[src/hdl/tile_pkg.sv]
// Shared widths, address map and route types for the accelerator tile memory side
package tile_pkg;

  // Bus widths
  localparam int unsigned ADDR_W     = 32;             // Byte address width
  localparam int unsigned DATA_W     = 32;             // Data width of every port
  localparam int unsigned BE_W       = DATA_W / 8;     // One strobe per byte lane
  localparam int unsigned BYTE_OFF_W = $clog2(BE_W);   // Byte offset bits inside a word

  typedef logic [ADDR_W-1:0] addr_t;  // Byte address
  typedef logic [DATA_W-1:0] data_t;  // Read/write data word
  typedef logic [BE_W-1:0]   be_t;    // Byte enables

  // Address map
  // L1 end depends on bank count and depth, so the decoder derives it
  localparam addr_t L1_BASE = 32'h1000_0000;  // First byte of the scratchpad
  localparam addr_t L2_BASE = 32'h8000_0000;  // First byte of external L2
  localparam addr_t L2_END  = 32'h8FFF_FFFF;  // Last byte of external L2, inclusive

  // Route taken by a core request
  typedef enum logic [1:0] {
    TGT_L1,   // Local scratchpad through the bank crossbar
    TGT_L2,   // External bus through the bridge
    TGT_ERR   // Unmapped, answered locally with err
  } target_e;

endpackage

[src/hdl/spm_bank.sv]
`timescale 1ns/100ps
// Single scratchpad SRAM bank with byte-lane writes and registered reads
module spm_bank import tile_pkg::*; #(
  parameter int unsigned N_WORDS = 64                  // Depth in words
) (
  input  logic                       clk_i,
  input  logic                       req_i,            // Access this cycle
  input  logic                       we_i,             // 1 = write, 0 = read
  input  be_t                        be_i,             // Byte lanes to write
  input  logic [$clog2(N_WORDS)-1:0] row_i,            // Word row inside the bank
  input  data_t                      wdata_i,
  output data_t                      rdata_o           // Valid the cycle after a read
);

  data_t mem_q [N_WORDS] = '{default: '0};             // Storage, starts cleared
  data_t rdata_q;                                      // Read output register

  always_ff @(posedge clk_i) begin
    if (req_i) begin
      if (we_i) begin
        for (int i = 0; i < BE_W; i++) begin
          if (be_i[i]) begin
            mem_q[row_i][8*i +: 8] <= wdata_i[8*i +: 8];  // Merge selected lane only
          end
        end
      end else begin
        rdata_q <= mem_q[row_i];                       // One-cycle read latency
      end
    end
  end

  // Holds last read word until the next read
  assign rdata_o = rdata_q;

endmodule

[config.mk]
export PLATFORM = sky130hd
export DESIGN_NAME = spm_bank
export DESIGN_NICKNAME = d
export VERILOG_FILES = /design/src/hdl/tile_pkg.sv /design/src/hdl/spm_bank.sv
export SDC_FILE = /design/constraint.sdc
export NUM_CORES = 2
export LEC_CHECK = 0
export BUFFER_PORTS_ARGS = -buffer_cell sky130_fd_sc_hd__buf_2
export CAP_MARGIN = 20
export CORE_MARGIN = 5
export CORE_UTILIZATION = 25
export DETAILED_ROUTE_END_ITERATION = 16
export HOLD_SLACK_MARGIN = 0.03
export SLEW_MARGIN = 20
export SYNTH_ARGS = -nofsm -noshare
export SYNTH_HDL_FRONTEND = slang
export SYNTH_SLANG_ARGS = --single-unit
[constraint.sdc]
create_clock -name clk_i -period 2.8 [get_ports clk_i]
set_input_delay 0 -clock clk_i [delete_from_list [all_inputs] [get_ports clk_i]]
set_output_delay 0 -clock clk_i [all_outputs]
set_load 0.005 [all_outputs]
== Yosys cells after proc, flatten, opt, wreduce, memory -nomap -nowiden ==
Memory sizes are Yosys's and may differ from the RTL's. A register that Yosys moved wholly into a read port is not among the register bits.
Index checks and enable logic that the tools add are counted.

* Memories kept: 1
* Register bits after elaboration: 0
* RAM bits: 2048

{| class="wikitable"
|+ Memory list
! name !! depth !! width !! read ports !! clocked after Yosys merged registers in !! wr ports !! line !! source
|-
| mem_q || 64 || 32 || 1 || 1 || 1 || spm_bank.sv:15 || <nowiki>data_t mem_q [N_WORDS] = '{default: '0};</nowiki>
|}

* Reduce and logical (&&, ||, !) cells: 1
* Bitwise operators: 1
* Muxes and demuxes: 16

{| class="wikitable"
|+ Operator list
! operator !! number
|-
| $mux W1 || 16
|-
| $reduce_and A2 Y1 || 1
|-
| $not A1 Y1 || 1
|}

== Logic depth before layout (Yosys ltp) ==
* Word-level depth: 4
* Mapped depth: 12
* Mapped depth without buffers: 6

== Worst setup path before layout ==
No wires, ideal clock.

* Path kind: input-to-reg
* From: input port row_i[2]
* To: memory mem_q[59][0] in the netlist's numbering, enable pin
* Path buffers: 5
* Data required time: 2.430 ns
* Cell stages on the path: 8
* Slack: 0.556 ns
* Library setup time: 0.370 ns
* Arrival time: 1.873 ns
* Cell sequence: buf_4 > buf_4 > buf_6 > nor2_1 > clkbuf_1 > clkbuf_1 > nand2_1 > nor2_1

{| class="wikitable"
|+ RTL lines
! what !! line !! source
|-
| from (decl) || spm_bank.sv:10 || <nowiki>input logic [$clog2(N_WORDS)-1:0] row_i,</nowiki>
|-
| to (decl) || spm_bank.sv:15 ||
|}

No word-level cell before the write port.

== Worst setup path in the final report ==
* From: input port row_i[3]
* To: memory mem_q[10][30] in the netlist's numbering, enable pin

No word-level cell before the write port.

==> results.md <==
* Status: finished clean
* Switching Share at between 20 and 25%
* Drt wl/cell at 28.5 um
* Vias in the first global route at between 40000 and 50000
* Port bufs at 76
* Total congestion overflow at 0
* Post-CTS Setup Bufs at 0
* Worst Skew at 0.0288 ns
* Syn. warnings at 0
* Utilization after layout at between 30 and 40%
* Unique masters post-synth at 57
* Internal at ~0.05 W
* IO Count at 77
* Synth top area cells: edfxtp_1 (78%), a221oi_1 (3.2%), a22oi_1 (3.0%)
* Syn_nets at around 4700
* Global-route wire length before repair at 381000 um
* Post-layout min period at 2.76 ns
* Core region area at 318000 um2
* FMAX at 362 MHz
* Num CTS Buffers at 201
* Gr usage total at between 10% and 20%
* Final #Nets at between 5000 and 6000
* Final period util at a little over nine tenths
* Power, Total at about 0.064 W
* Final worst slack at between 0.03 and 0.04 ns
* Relative slew slack at 19.2%
* Initial antenna violation count at 39
* Worst-Skew Late Latency at roughly 0.86 ns
* Die Y-Extent at between 500 and 600 um
* CP startpoint: row_i[3]
* Setup CP Type: primary input to register
* Main combinational cell family by area after synthesis: compound AO/OA/AOI/OAI gates
* Post-synthesis adder-cell area fraction at 0%
* Compound-gate portion of the synthesized area at 11.7%
* Worst EP arrival at between 3 and 4 ns
* Routed WL at between 200000 and 300000 um
* Unrepaired setup endpoints after global routing: no
* DRT iter0 DRCs at 7427
* Power per cell area at between 600 and 700 nW/um2
* Maximum vdd ir drop at just under 0.6 mV
* Vias at about 50000
* Net Sw Power at about 0.014 W
* DP HPWL at 186000 um
* Final Hold Vio Count at 0
* Slew Limit Fails at 0
* Starting Density at about 25%
* Final GP Congestion at about 0.88
* Clock share of power at 40.5%
* Post-synthesis sequential area ratio at between 70% and 80%
* Count leader, synth: edfxtp_1
* Drt via density at just over 5
* Layout cells sized above 1 at approximately a fifth
* Slew @ Worst Pin at about 1.2 ns
* Critical path required time at about 3.3 ns
* Largest net degree at the start of global routing at 90
* Synth top cells by count: edfxtp_1 (2080), nor2_1 (366), a22oi_1 (321)
* Seq pwr share at 53.5%
* Full die area at about 330000 um2
* Worst setup EP type: register
* Synth Instances at between 4000 and 5000
* CTS tree: built
* Hold path start: be_i[2]
* # DRC at 0
* Area grow syn2layout at 21.1%
* Synth Flop Type: edfxtp_1
* Max FO, Critical Path at 9
* Simple-gate share of the synthesized area at between 3 and 4%
* Root buffer cell: clkbuf_16
* Final setup viols at 0
* # resized after CTS at 0
* Synth top area share at roughly four fifths
* Fin Setup TNS at 0 ns
* Row count at about 210
* Comb power frac at slightly above 6%
* Post-route ant nets at 0
* CP Launch Type: primary input
* Die W at roughly 570 um
* Worst Hold Class: primary input to register
* H-tree depth at 4
* CTS clk-pin slew, worst paths at roughly 0.060 ns
* Dominant cell type by area after synthesis: edfxtp_1
* TritonCTS Sinks at around 2100
* Ys async rst share at 0%
* Synth Area in XOR/XNOR at 0%
* Syn avg cell area at roughly 17 um2
* Post-synthesis mux area share at 4.19%
* Total of max-cap violations at 0
* Pre-CTS WS at -0.140 ns
* Number of synthesized flops with an enable pin at between 2000 and 2500
* First-pass DRT Iterations at 6
* P_leak at between 30 and 40 nW
* Mapped Area at 79700 um2
* R2r startpoint: mem_q[47][26]
* #FFs+latches synth at 2080
* Clock Tree Buf Depth at 3
-- final cells by class --
cell class / instances / area, um2
Timing Repair Buffer: 783 / 6770
Fill cell: 31000 / 221000
Clock buffer: 247 / 5250
Antenna cell: 20 / 50.0
Tap cell: 4180 / 5230
Inverter: 5 / 26.3
Multi-Input combinational cell: 2214 / 15700
Clock inverter: 112 / 973
Sequential cell: 2080 / 62500
-- cell usage in the layout, fill, tap and decap left out, drive strengths merged, types with 22 or more instances in the layout --
master	count
clkinv	87
nor2	367
buf	744
a221oi	295
a31oi	22
clkbuf	247
a22oi	321
o22ai	160
a22o	40
o32ai	33
o21ai	109
nand2	122
or4	26
mux2i	229
dlygate4sd3	39
a21oi	90
a211oi	37
mux2	85
or3	25
edfxtp	2080
a311oi	28
nor3	42
a221o	54
-- power groups by stage --
| stage | sequential [W] | combinational (W) | clock (W) |
|---|---|---|---|
| floorplan | 0.0351 | 0.00164 | 0 |
| global placement | 0.0351 | 0.00371 | 0 |
| detailed placement | 0.0351 | 0.00376 | 0 |
| CTS | 0.0345 | 0.00385 | 0.0263 |
| global route | 0.0344 | 0.00405 | 0.0276 |
| finish | 0.0345 | 0.00391 | 0.0261 |
-- logic make-up after synthesis --
logic type / Yosys count
AOI/OAI and AO/OA: 1249
muxes: 318
DFF: 2080
and+or+nand+nor: 647
buffers and inverters: 376
-- repair_timing --
item                                     CTS  global route
hold buffers                              40             0
endpoints found under the setup margin     0             0
hold endpoints to repair                1698             0
-- registers in the layout (all words and copies together) (netlist names) --
register	flops
mem_q	2048
rdata_o	32
-- per-stage QoR --
stage               cell area [um2]  hold WS, ns  std cells
global placement              89700        0.476       9220
detailed placement            89700        0.476       9222
CTS                           96400        0.118       9621
global route                  96400        0.212       9630
floorplan                     79700       0.0989       4670
finish                        96400        0.202       9641
-- final timing paths --
kind,slack [ns],depth (start not counted),end
max,0.04,8,mem_q[10][30]
max reg2reg,0.35,5,rdata_o[26]
min,0.20,5,mem_q[56][17]
min reg2reg,0.74,3,rdata_o[13]
-- worst max-delay path, stage by stage --
cell	delay [ns]
dlygate4sd3_1	0.62
buf_2	0.30
nand2b_1	0.21
nor2_1	0.82
buf_4	0.28
nand2_1	0.53
nor2_1	0.28
buf_4	0.25
-- layer usage --
metal  track usage [%]  vias up  part of all wire, %
met5             0.244        -                0.083
met4              7.91       18                  5.6
met3              4.29      567                   11
met2              24.6     3178                   45
met1              20.8    25500                   38
li1                  -    20600                    -
Power figures use the tool's default switching activity.
