**src/hdl/tile_pkg.sv**
```systemverilog
// Shared widths, address map and route types for the accelerator tile memory side
package tile_pkg;

  // Bus widths
  localparam int unsigned ADDR_W     = 32;             // Byte address width
  localparam int unsigned DATA_W     = 32;             // Data width of every port
  localparam int unsigned BE_W       = DATA_W / 8;     // One strobe per byte lane
  localparam int unsigned BYTE_OFF_W = $clog2(BE_W);   // Byte offset bits inside a word

  typedef logic [ADDR_W-1:0] addr_t;  // Byte address
  typedef logic [DATA_W-1:0] data_t;  // Read/write data word
  typedef logic [BE_W-1:0]   be_t;    // Byte enables

  // Address map
  // L1 end depends on bank count and depth, so the decoder derives it
  localparam addr_t L1_BASE = 32'h1000_0000;  // First byte of the scratchpad
  localparam addr_t L2_BASE = 32'h8000_0000;  // First byte of external L2
  localparam addr_t L2_END  = 32'h8FFF_FFFF;  // Last byte of external L2, inclusive

  // Route taken by a core request
  typedef enum logic [1:0] {
    TGT_L1,   // Local scratchpad through the bank crossbar
    TGT_L2,   // External bus through the bridge
    TGT_ERR   // Unmapped, answered locally with err
  } target_e;

endpackage

```
**src/hdl/tile_addr_demux.sv**
```systemverilog
`timescale 1ns/100ps
// Core address decoder routing to L1, L2 or an error responder with in-order responses
module tile_addr_demux import tile_pkg::*; #(
  parameter int unsigned N_MEM_BANKS  = 4,
  parameter int unsigned N_WORDS_BANK = 64,
  parameter int unsigned N_MAX_TRAN   = 2              // Max accesses in flight
) (
  input  logic  clk_i,
  input  logic  rst_ni,
  input  logic  tile_enable_i,                         // Level, sampled each cycle

  // Core data port
  input  logic  core_req_i,
  input  addr_t core_addr_i,
  input  logic  core_we_i,
  input  be_t   core_be_i,
  input  data_t core_wdata_i,
  output logic  core_gnt_o,
  output logic  core_rvalid_o,
  output data_t core_rdata_o,
  output logic  core_err_o,

  // L1 path into the bank crossbar
  output logic  l1_req_o,
  output addr_t l1_addr_o,
  output logic  l1_we_o,
  output be_t   l1_be_o,
  output data_t l1_wdata_o,
  input  logic  l1_gnt_i,
  input  logic  l1_rvalid_i,
  input  data_t l1_rdata_i,

  // L2 path into the bridge
  output logic  l2c_req_o,
  output addr_t l2c_addr_o,
  output logic  l2c_we_o,
  output be_t   l2c_be_o,
  output data_t l2c_wdata_o,
  input  logic  l2c_gnt_i,
  input  logic  l2c_rvalid_i,
  input  data_t l2c_rdata_i,
  input  logic  l2c_err_i
);

  localparam addr_t       L1_END = L1_BASE + addr_t'(N_MEM_BANKS * N_WORDS_BANK * BE_W);
  localparam int unsigned CNT_W  = $clog2(N_MAX_TRAN + 1);

  logic             enable_q;                          // Registered tile enable
  target_e          tgt;                               // Route of the current request
  target_e          last_tgt_q;                        // Route of accesses in flight
  logic [CNT_W-1:0] cnt_q;                             // Accesses awaiting rvalid
  logic             can_issue;
  logic             err_gnt;                           // Unmapped access accepted
  logic             err_valid_q;                       // Error response pulse
  logic             resp_valid;

  always_comb begin
    if ((core_addr_i >= L1_BASE) && (core_addr_i < L1_END)) begin
      tgt = TGT_L1;
    end else if ((core_addr_i >= L2_BASE) && (core_addr_i <= L2_END)) begin
      tgt = TGT_L2;
    end else begin
      tgt = TGT_ERR;
    end
  end

  // Same route only, so returns cannot overtake each other
  assign can_issue = enable_q && (cnt_q < CNT_W'(N_MAX_TRAN)) &&
                     ((cnt_q == '0) || (tgt == last_tgt_q));

  assign l1_req_o   = core_req_i && can_issue && (tgt == TGT_L1);
  assign l2c_req_o  = core_req_i && can_issue && (tgt == TGT_L2);
  assign err_gnt    = core_req_i && can_issue && (tgt == TGT_ERR);  // Always accepted
  assign core_gnt_o = (l1_req_o && l1_gnt_i) || (l2c_req_o && l2c_gnt_i) || err_gnt;

  // Payload fans out to both paths, req picks the one that acts
  assign l1_addr_o   = core_addr_i;
  assign l1_we_o     = core_we_i;
  assign l1_be_o     = core_be_i;
  assign l1_wdata_o  = core_wdata_i;
  assign l2c_addr_o  = core_addr_i;
  assign l2c_we_o    = core_we_i;
  assign l2c_be_o    = core_be_i;
  assign l2c_wdata_o = core_wdata_i;

  // Response mux follows the route of the accesses in flight
  always_comb begin
    case (last_tgt_q)
      TGT_L1: begin
        resp_valid   = l1_rvalid_i;
        core_rdata_o = l1_rdata_i;
        core_err_o   = 1'b0;
      end
      TGT_L2: begin
        resp_valid   = l2c_rvalid_i;                   // Same-cycle echo of the L2 bus
        core_rdata_o = l2c_rdata_i;
        core_err_o   = l2c_err_i;
      end
      default: begin
        resp_valid   = err_valid_q;
        core_rdata_o = '0;                             // Unmapped reads return zero
        core_err_o   = err_valid_q;
      end
    endcase
  end

  assign core_rvalid_o = resp_valid && (cnt_q != '0);  // No stray responses when idle

  always_ff @(posedge clk_i or negedge rst_ni) begin
    if (!rst_ni) begin
      enable_q    <= 1'b0;
      last_tgt_q  <= TGT_L1;
      cnt_q       <= '0;
      err_valid_q <= 1'b0;
    end else begin
      enable_q    <= tile_enable_i;                    // Takes effect one cycle later
      err_valid_q <= err_gnt;                          // Answer one cycle after gnt
      if (core_gnt_o) begin
        last_tgt_q <= tgt;
      end
      if (core_gnt_o && !core_rvalid_o) begin
        cnt_q <= cnt_q + CNT_W'(1);
      end else if (!core_gnt_o && core_rvalid_o) begin
        cnt_q <= cnt_q - CNT_W'(1);
      end
    end
  end

endmodule

```
**config.mk**
```make
export PLATFORM = sky130hd
export DESIGN_NAME = tile_addr_demux
export DESIGN_NICKNAME = d
export VERILOG_FILES = /design/src/hdl/tile_pkg.sv /design/src/hdl/tile_addr_demux.sv
export SDC_FILE = /design/constraint.sdc
export NUM_CORES = 1
export LEC_CHECK = 0
export BUFFER_PORTS_ARGS = -buffer_cell sky130_fd_sc_hd__buf_4
export CAP_MARGIN = 25
export CORE_AREA = 2 2 122 124
export CTS_BUF_LIST = sky130_fd_sc_hd__clkbuf_16
export CTS_CLUSTER_DIAMETER = 100
export DETAILED_ROUTE_END_ITERATION = 10
export DIE_AREA = 0 0 124 126
export PLACE_DENSITY_LB_ADDON = 0.2
export SYNTH_ARGS = -nofsm -noshare
export SYNTH_HDL_FRONTEND = slang
export SYNTH_SLANG_ARGS = --single-unit
```
**constraint.sdc**
```tcl
create_clock -name clk_i -period 3.45 [get_ports clk_i]
set_clock_uncertainty 0.2 [all_clocks]
set_input_delay 1.035 -clock clk_i [delete_from_list [all_inputs] [get_ports clk_i]]
set_output_delay 1.035 -clock clk_i [all_outputs]
set_load 0.02 [all_outputs]
```
# After elaboration in Yosys (flattened, before gate mapping)
# Index checks and enable logic that the tools add are counted.
# totals
reg_bits	6
latch_bits	0
ramBits	0
memories	0
inputBits	142
rom_bits	0
# op_classes
n_eq_ne	4
shifts	0
div_mod_pow	0
n_mul	0
n_mux	7
reduce_logical	23
n_addsub	2
order_cmp	5
bitwise_logic	0
# op_table
op	n
$pmux W32 S2	1
$ge A32 B29 Y1 const B	1
$ge A32 B32 Y1 const B	1
$le A32 B32 Y1 const B	1
$lt A32 B29 Y1 const B	1
$logic_and A1 B1 Y1	13
$mux W2	4
$logic_not A2 Y1	3
$eq A2 B1 Y1 const B	2
$pmux W1 S2	2
$reduce_bool A2 Y1	2
$logic_or A1 B1 Y1	3
$add A2 B1 Y2 const B	1
$eq A2 B2 Y1	1
$eq A2 B2 Y1 const B	1
$logic_not A1 Y1	2
$lt A2 B2 Y1 const B	1
$sub A2 B1 Y2 const B	1

# Logic depth before layout (Yosys ltp)
# Gate-level depths: netlist (run 1).
# depth
ltp_word	16
ltp_mapped	9
ltp_nobuf	9

# Least setup slack after synthesis (run 1)
# Ideal clock, no wire load.
# synth_path
path_kind	input -> output
startpoint	input port core_addr_i[10]
endpoint	output port l2c_req_o
n_path_buf	0
t_arrival_ns	2.267
setup_slack_ns	-0.052
stages	5
path_cell_list	or4b_4 > nor3_4 > and2_4 > xor2_1 > a22o_1
# synth_via
elab_chain_len	9
# synth_lines
element	line_no	source
from (decl)	tile_addr_demux.sv:14	input addr_t core_addr_i,
$ge A32 B32 Y1 / $le A32 B32 Y1 (equally long branches)	tile_addr_demux.sv:60	end else if ((core_addr_i >= L2_BASE) && (core_addr_i <= L2_END)) begin
$logic_and A1 B1 Y1	tile_addr_demux.sv:60	
$mux W2	tile_addr_demux.sv:60	
$mux W2 (*)	tile_addr_demux.sv:58	if ((core_addr_i >= L1_BASE) && (core_addr_i < L1_END)) begin
$eq A2 B2 Y1	tile_addr_demux.sv:69	((cnt_q == '0) || (tgt == last_tgt_q));
$logic_or A1 B1 Y1	tile_addr_demux.sv:69	
$logic_and A1 B1 Y1	tile_addr_demux.sv:68	assign can_issue = enable_q && (cnt_q < CNT_W'(N_MAX_TRAN)) &&
$logic_and A1 B1 Y1	tile_addr_demux.sv:72	assign l2c_req_o = core_req_i && can_issue && (tgt == TGT_L2);
$logic_and A1 B1 Y1 (*)	tile_addr_demux.sv:72	
to (decl)	tile_addr_demux.sv:34	output logic l2c_req_o,
# Every way passes the cells marked *; elsewhere a longest branch is shown, timed or not.

# Worst setup path after layout (run 1)
# Ends and elaborated chain as after synthesis.

==> impl_summary.txt, run 1 <==
----------------------------------------------------
[Die]
  Number of top-level pins ... 317
  Die H ... 126 µm
  Cell row count ... 44
  Initial standard-cell utilization of the core ... 13.7%
  Placeable Area ... 0.0143 mm²
  Die extent in x ... 124 µm
  Area enclosed by the die boundary ... 0.0156 mm²

[Yosys]
  Number of instances in the synthesized netlist ... 257
  Top post-synthesis cells by count ... sky130_fd_sc_hd__buf_4, sky130_fd_sc_hd__nor2_1, sky130_fd_sc_hd__mux2i_1
  Net count of the mapped netlist ... 400
  Flip-flop and latch count after synthesis ... 6
  Flip-flop cell with the highest count after synthesis ... sky130_fd_sc_hd__dfrtp_1
  Share of the synthesized area in the top cell type ... 52.8%
  Async set-reset flop share out of synthesis ... 100%
  Top cell type by total area after synthesis ... sky130_fd_sc_hd__buf_4
  Count of synthesis-stage warnings from yosys ... 0
  Number of different library cells in the post-synthesis netlist ... 31
  Post-Synthesis Cell Area ... 0.00196 mm²
  Post-synth EDFFs ... 0
  Leading post-synthesis cells by cell area ... sky130_fd_sc_hd__buf_4, sky130_fd_sc_hd__mux2i_1, sky130_fd_sc_hd__dfrtp_1
  Synthesized area divided by synthesized cell count ... 7.64 µm²
  Fraction of the yosys area taken by sequential cells ... 7.65%
  Most common cell in the synthesized netlist ... sky130_fd_sc_hd__buf_4

[Pwr]
  Leakage power ... 0.00132 µW
  Cell area power density ... 274 mW/mm²
  Max rail drop VDD ... 0.185 mV

[Global route]
  First-pass GRT wire length ... 8.40 mm
  Overflow left after global routing ... 0
  Met2 routing resource usage after global routing ... 14.2%
  Routing layer with the top usage in global route ... met2
  Met1 track demand over resource ... 5.53%
  Number of global-route vias before repair ... 1,710
  Met3 global-route usage ... 1.36%
  Number of antenna violations at the first check in global routing ... 0
  Largest net degree at the start of global routing ... 28
  GRT Util Overall ... 6.74%

[Setup path]
  Critical path fanouts, max ... 3
  Cell with the most instances on the worst path ... sky130_fd_sc_hd__buf_6
  Bufs and invs on worst path ... 2
  Ordered cell list for the critical path ... buf_6 -> or4b_4 -> nor3_4 -> and2_4 -> xor2_1 -> a22o_1 -> buf_6
  Required time of the worst setup path ... 2.21 ns
  Slowest CP cell ... sky130_fd_sc_hd__or4b_4
  Crit start category ... input pin
  Worst setup EP type ... output pin
  Dominant delay contributor by cell family on the critical path ... simple AND/OR/NAND/NOR gates
  Maximum single-stage delay on the critical path ... 0.55 ns
  Arrival @ worst endpoint ... 2.53 ns
  Path type of the worst setup path ... input pin to output pin

[Cells and area]
  Final design instance area without fill ... 0.00272 mm²
  Filler Cell Count ... 1,604
  Multi-input combinational cell area ... 741 µm²
  Final cell count without fillers ... 499
  Sequential cell area ... 151 µm²
  Ratio of cells with drive above 1 in the final layout ... 67.3%
  Layout overhead on the synthesized area ... 38.6%
  # diodes ... 0
  Nets ... 459

[STA]
  Min Hold Slack ... 0.298 ns
  Slew @ Worst Pin ... 0.436 ns
  Final number of setup-violating endpoints ... 3
  Shortest period the worst path allows ... 3.76 ns
  Worst slew slack as a fraction of its limit ... 70.9%
  Total Neg Setup Slack ... -0.586 ns
  FMAX ... 266 MHz
  Period utilisation layout ... 109%
  Min setup slack post-route ... -0.313 ns
  RSZ-0062 raised after global routing ... true
  Number of max-slew violations in the final report ... 0
  Final hold vios ... 0

[Place]
  Place WS ... -0.349 ns
  Final HPWL DP ... 5.30 mm
  GPL Wtd Cong ... 0.689
  Inst Count DP ... 494
  Count of input and output buffers ... 175
  Cell area after placement ... 0.00262 mm²

[Clocking]
  Hold-fix buffer count after cts ... 0
  Number of sinks driven by the clock tree ... 6
  Number of levels the H-tree was split into ... 1
  Max Buffers Root-to-Sink ... 2
  Clock tree from TritonCTS ... yes
  Worst-Skew Late Latency ... 0.23 ns
  Worst-path clk slew ... 0.03 ns
  Number of buffers created by CTS ... 3
  Clk Tree Root Cell ... sky130_fd_sc_hd__clkbuf_16

[Run status]
  Status ... finished, violations left
  Violated checks ... setup timing

[Route]
  Post-DRT Antenna Nets ... 0
  Number of remaining DRC errors ... 0
  Total wire length ... 6.10 mm
  DR WL/cell ... 12.2 µm
  First-pass iteration count of the detailed router ... 2
  Via-per-instance ratio ... 3.42
  Number of design-rule violations left by the first detailed-router iteration ... 21
  Total vias in the final route ... 1,709

[Flow run]
  Max-cap check violation count ... 0

[Hold path]
  Min-delay worst type ... flop to flop

----------------------------------------------------
-- final cells by class --
| class | instances | area share, % |
|---|---|---|
| repair buffers | 200 | 55.7 |
| multi-input cells | 104 | 27.2 |
| well taps | 184 | 8.46 |
| flip-flops and latches | 6 | 5.56 |
| clock buffers | 3 | 2.76 |
| clock inverters | 1 | 0.138 |
| inverters | 1 | 0.138 |
-- per-layer routing --
layer | part of all wire, % | vias to the layer above | wire length [µm]
met1 | 28 | 708 | 1730
met4 | 4.1 | 0 | 250
met3 | 13 | 27 | 805
met2 | 54 | 162 | 3320
met5 | 0 | - | 0
li1 | - | 812 | -
-- flip-flops by register name, indices dropped and copies added (netlist names) --
signal,cells
cnt_q,2
enable_q,1
err_valid_q,1
last_tgt_q,2
-- per-stage QoR --
| step | utilization (%) | power, µW |
|---|---|---|
| final | 19.0 | 746 |
| after global routing | 19.0 | 796 |
| after CTS | 19.0 | 760 |
| after detailed placement | 18.3 | 561 |
| after global placement | 18.3 | 560 |
| after floorplan | - | 507 |
-- logic make-up (layout without fill, tap and decap cells) --
logic type / count (synthesis) / after routing / synth area share [%]
AO/OA/AOI/OAI: 10 / 10 / 4.21
XOR/XNOR: 4 / 4 / 1.78
adder cells (fa/ha/maj): 1 / 1 / 0.637
buffers and inverters: 147 / 205 / 54.7
flip-flops: 6 / 6 / 7.65
multiplexers: 33 / 33 / 16.8
AND/OR/NAND/NOR: 56 / 56 / 14.1
-- power by group --
group	internal, µW	total, µW	switching (µW)
logic	234	444	210
registers	89.1	113	23.7
clock network	150	189	39.0
-- timing repair --
action                                  in CTS  in global routing
pin swaps                                    2                  0
buffers inserted                             1                  0
endpoints found under the setup margin       3                  3
endpoints found under the hold margin        0                  0
gates resized for setup                      5                  0
-- path summary, 6_finish.rpt --
check                                start            end  slack, ns  cells after the start
min in group asynchronous           rst_ni    err_valid_q       0.41                      1
max                        core_addr_i[10]      l2c_req_o      -0.31                      7
min                               cnt_q[1]       cnt_q[1]       0.30                      1
max in group asynchronous           rst_ni  last_tgt_q[0]       2.52                      1
max reg2reg                  last_tgt_q[0]       cnt_q[1]       1.22                      9
min reg2reg                       cnt_q[1]       cnt_q[1]       0.30                      1
-- layout by cell type (no fill, tap or decap), types with 2 or more instances in the layout --
| cell | synthesis | layout |
|---|---|---|
| sky130_fd_sc_hd__nor4_1 | 4 | 4 |
| sky130_fd_sc_hd__buf_4 | 138 | 196 |
| sky130_fd_sc_hd__nand2_1 | 3 | 2 |
| sky130_fd_sc_hd__nor2b_1 | 2 | 2 |
| sky130_fd_sc_hd__buf_6 | 0 | 4 |
| sky130_fd_sc_hd__a22o_1 | 3 | 3 |
| sky130_fd_sc_hd__xor2_1 | 3 | 3 |
| sky130_fd_sc_hd__dfrtp_1 | 6 | 5 |
| sky130_fd_sc_hd__clkbuf_16 | 0 | 3 |
| sky130_fd_sc_hd__nor2_1 | 37 | 37 |
| sky130_fd_sc_hd__mux2i_1 | 33 | 33 |
| sky130_fd_sc_hd__o21ai_0 | 2 | 2 |
| sky130_fd_sc_hd__inv_1 | 1 | 2 |
(Power assumes the default switching activity.)
==> inputs of run 2 (changes only) <==
--- a/config.mk
+++ b/config.mk
@@ -7,11 +7,11 @@
 export LEC_CHECK = 0
 export BUFFER_PORTS_ARGS = -buffer_cell sky130_fd_sc_hd__buf_4
 export CAP_MARGIN = 25
-export CORE_AREA = 2 2 122 124
+export CORE_AREA = 2 2 124 126
 export CTS_BUF_LIST = sky130_fd_sc_hd__clkbuf_16
 export CTS_CLUSTER_DIAMETER = 100
 export DETAILED_ROUTE_END_ITERATION = 10
-export DIE_AREA = 0 0 124 126
+export DIE_AREA = 0 0 126 128
 export PLACE_DENSITY_LB_ADDON = 0.2
 export SYNTH_ARGS = -nofsm -noshare
 export SYNTH_HDL_FRONTEND = slang
==> impl_summary.txt, run 2 (synthesis gave the netlist of run 1 again) <==
----------------------------------------------------
[Clocking]
  Hold-fix buffer count after cts ... 0
  Worst-Skew Late Latency ... 0.23 ns
  Number of buffers created by CTS ... 3
  Clock tree from TritonCTS ... yes
  Worst-path clk slew ... 0.03 ns
  Number of sinks driven by the clock tree ... 6
  Number of levels the H-tree was split into ... 1
  Clk Tree Root Cell ... sky130_fd_sc_hd__clkbuf_16
  Max Buffers Root-to-Sink ... 2

[Die]
  Cell row count ... 45
  Die H ... 128 µm
  Placeable Area ... 0.0149 mm²
  Die extent in x ... 126 µm
  Number of top-level pins ... 317
  Area enclosed by the die boundary ... 0.0161 mm²
  Initial standard-cell utilization of the core ... 13.2%

[STA]
  Min setup slack post-route ... -0.271 ns
  Number of max-slew violations in the final report ... 0
  Worst slew slack as a fraction of its limit ... 66.9%
  Total Neg Setup Slack ... -0.516 ns
  RSZ-0062 raised after global routing ... true
  Final hold vios ... 0
  FMAX ... 269 MHz
  Slew @ Worst Pin ... 0.496 ns
  Min Hold Slack ... 0.295 ns
  Shortest period the worst path allows ... 3.72 ns
  Final number of setup-violating endpoints ... 3
  Period utilisation layout ... 108%

[Route]
  Total vias in the final route ... 1,747
  First-pass iteration count of the detailed router ... 4
  Number of design-rule violations left by the first detailed-router iteration ... 26
  DR WL/cell ... 13.9 µm
  Number of remaining DRC errors ... 0
  Total wire length ... 6.96 mm
  Post-DRT Antenna Nets ... 0
  Via-per-instance ratio ... 3.48

[Setup path]
  Required time of the worst setup path ... 2.21 ns
  Reg2reg path depth ... 9
  Number of logic stages on the critical path including buffering ... 7
  Critical path fanouts, max ... 3
  End point of the critical path ... l2c_req_o
  Ordered cell list for the critical path ... buf_6 -> or4b_4 -> nor3_4 -> and2_4 -> xor2_1 -> a22o_1 -> buf_6
  Worst setup path startpoint ... core_addr_i[10]
  FF-to-FF Start ... last_tgt_q[0]
  Crit start category ... input pin
  Path type of the worst setup path ... input pin to output pin
  Worst setup EP type ... output pin
  Slowest CP cell ... sky130_fd_sc_hd__or4b_4
  Arrival @ worst endpoint ... 2.49 ns
  Dominant delay contributor by cell family on the critical path ... simple AND/OR/NAND/NOR gates
  Bufs and invs on worst path ... 2
  Maximum single-stage delay on the critical path ... 0.55 ns
  Capture instance of the worst register-to-register path ... cnt_q[1]
  Worst-case register-to-register setup slack ... 1.17 ns
  Cell with the most instances on the worst path ... sky130_fd_sc_hd__buf_6

[Global route]
  First-pass GRT wire length ... 9.94 mm
  Number of global-route vias before repair ... 1,850
  Overflow left after global routing ... 0
  GRT Util Overall ... 7.77%
  Largest net degree at the start of global routing ... 37
  Number of antenna violations at the first check in global routing ... 0

[Cells and area]
  Layout overhead on the synthesized area ... 39.7%
  Ratio of cells with drive above 1 in the final layout ... 67.5%
  Registers with the most flip-flops ... cnt_q: 2 flops, last_tgt_q: 2 flops
  # diodes ... 0
  Final cell count without fillers ... 502
  Most frequent cells in the layout ... sky130_fd_sc_hd__buf_4, sky130_fd_sc_hd__nor2_1, sky130_fd_sc_hd__mux2i_1
  Final design instance area without fill ... 0.00274 mm²
  Filler Cell Count ... 1,705
  Nets ... 458
  Commonest non-fill, non-tap cell in the layout ... sky130_fd_sc_hd__buf_4

[Run status]
  Violated checks ... setup timing
  Status ... finished, violations left

[Place]
  Inst Count DP ... 498
  GPL Wtd Cong ... 0.670
  Cell area after placement ... 0.00264 mm²
  Final HPWL DP ... 6.04 mm
  Count of input and output buffers ... 175

[Pwr]
  Cell area power density ... 273 mW/mm²
  Max rail drop VDD ... 0.134 mV
  PnR Total Power ... 748 µW
  Leakage power ... 0.00131 µW

[Flow run]
  Max-cap check violation count ... 0

[Hold path]
  Min-delay worst type ... flop to flop

----------------------------------------------------
run 2: cell types whose count changed in the layout (fill, tap and decap cells not counted):
cell | previous run | this run
sky130_fd_sc_hd__and3_2 | 1 | 0
sky130_fd_sc_hd__and3_4 | 0 | 1
sky130_fd_sc_hd__buf_12 | 0 | 1
sky130_fd_sc_hd__buf_4 | 196 | 193
sky130_fd_sc_hd__buf_6 | 4 | 5
sky130_fd_sc_hd__or4b_1 | 1 | 0
sky130_fd_sc_hd__or4b_4 | 1 | 2
run 2: timing repair:
action / 4_1_cts / 5_1_grt
setup endpoints to repair: 3 / 3
gates resized for setup: 4 / 4
pin swaps: 0 / 0
buffers inserted: 0 / 0
endpoints found under the hold margin: 0 / 0
run 2: how the worst min path moves through the flow:
stage                        start  cells after the start  slack [ns]  endpoint
after floorplan           cnt_q[1]                      1        0.26  cnt_q[1]
after global placement    cnt_q[1]                      1        0.29  cnt_q[1]
after detailed placement  cnt_q[1]                      1        0.28  cnt_q[1]
after CTS                 cnt_q[1]                      1        0.30  cnt_q[1]
after global routing      cnt_q[1]                      1        0.33  cnt_q[1]
final                     cnt_q[1]                      1        0.30  cnt_q[1]
run 2: where the power goes:
| part | total (µW) | switching, µW | internal (µW) |
|---|---|---|---|
| sequential | 113 | 23.7 | 89.1 |
| combinational | 446 | 214 | 233 |
| clock | 189 | 38.9 | 150 |
| total | 748 | 276 | 472 |
run 2: final cells by class:
| cell class | instances | area (µm²) | share of cell area, % |
|---|---|---|---|
| Multi-Input combinational cell | 104 | 748 | 27.3 |
| Clock buffer | 3 | 75.1 | 2.74 |
| Timing Repair Buffer | 199 | 1530 | 55.6 |
| Tap cell | 188 | 235 | 8.58 |
| Inverter | 1 | 3.75 | 0.137 |
| Sequential cell | 6 | 151 | 5.52 |
| Clock inverter | 1 | 3.75 | 0.137 |
run 2: per-stage QoR:
step / setup slack [ns] / utilization, %
6_report: -0.271 / 18.5
2_1_floorplan: -0.0522 / -
3_5_place_dp: -0.325 / 17.7
4_1_cts: -0.304 / 18.4
3_3_place_gp: -0.316 / 17.7
5_1_grt: -0.361 / 18.5
run 2: routing by layer:
layer	track usage (%)	routed length, µm	up-vias
met5	0	0	-
met4	3.56	263	0
met3	2.50	882	23
met2	15.5	3770	156
met1	7.06	2050	758
li1	-	-	810
run 2: worst register-to-register path, cell delays in order, from the launching register on:
cell	delay, ns
sky130_fd_sc_hd__dfrtp_2	0.67
sky130_fd_sc_hd__nor2b_1	0.10
sky130_fd_sc_hd__o21ai_0	0.22
sky130_fd_sc_hd__a211oi_2	0.07
sky130_fd_sc_hd__a31oi_2	0.20
sky130_fd_sc_hd__nand2_2	0.11
sky130_fd_sc_hd__ha_1	0.22
sky130_fd_sc_hd__xor2_1	0.14
sky130_fd_sc_hd__nor2_1	0.11
sky130_fd_sc_hd__xor2_1	0.15
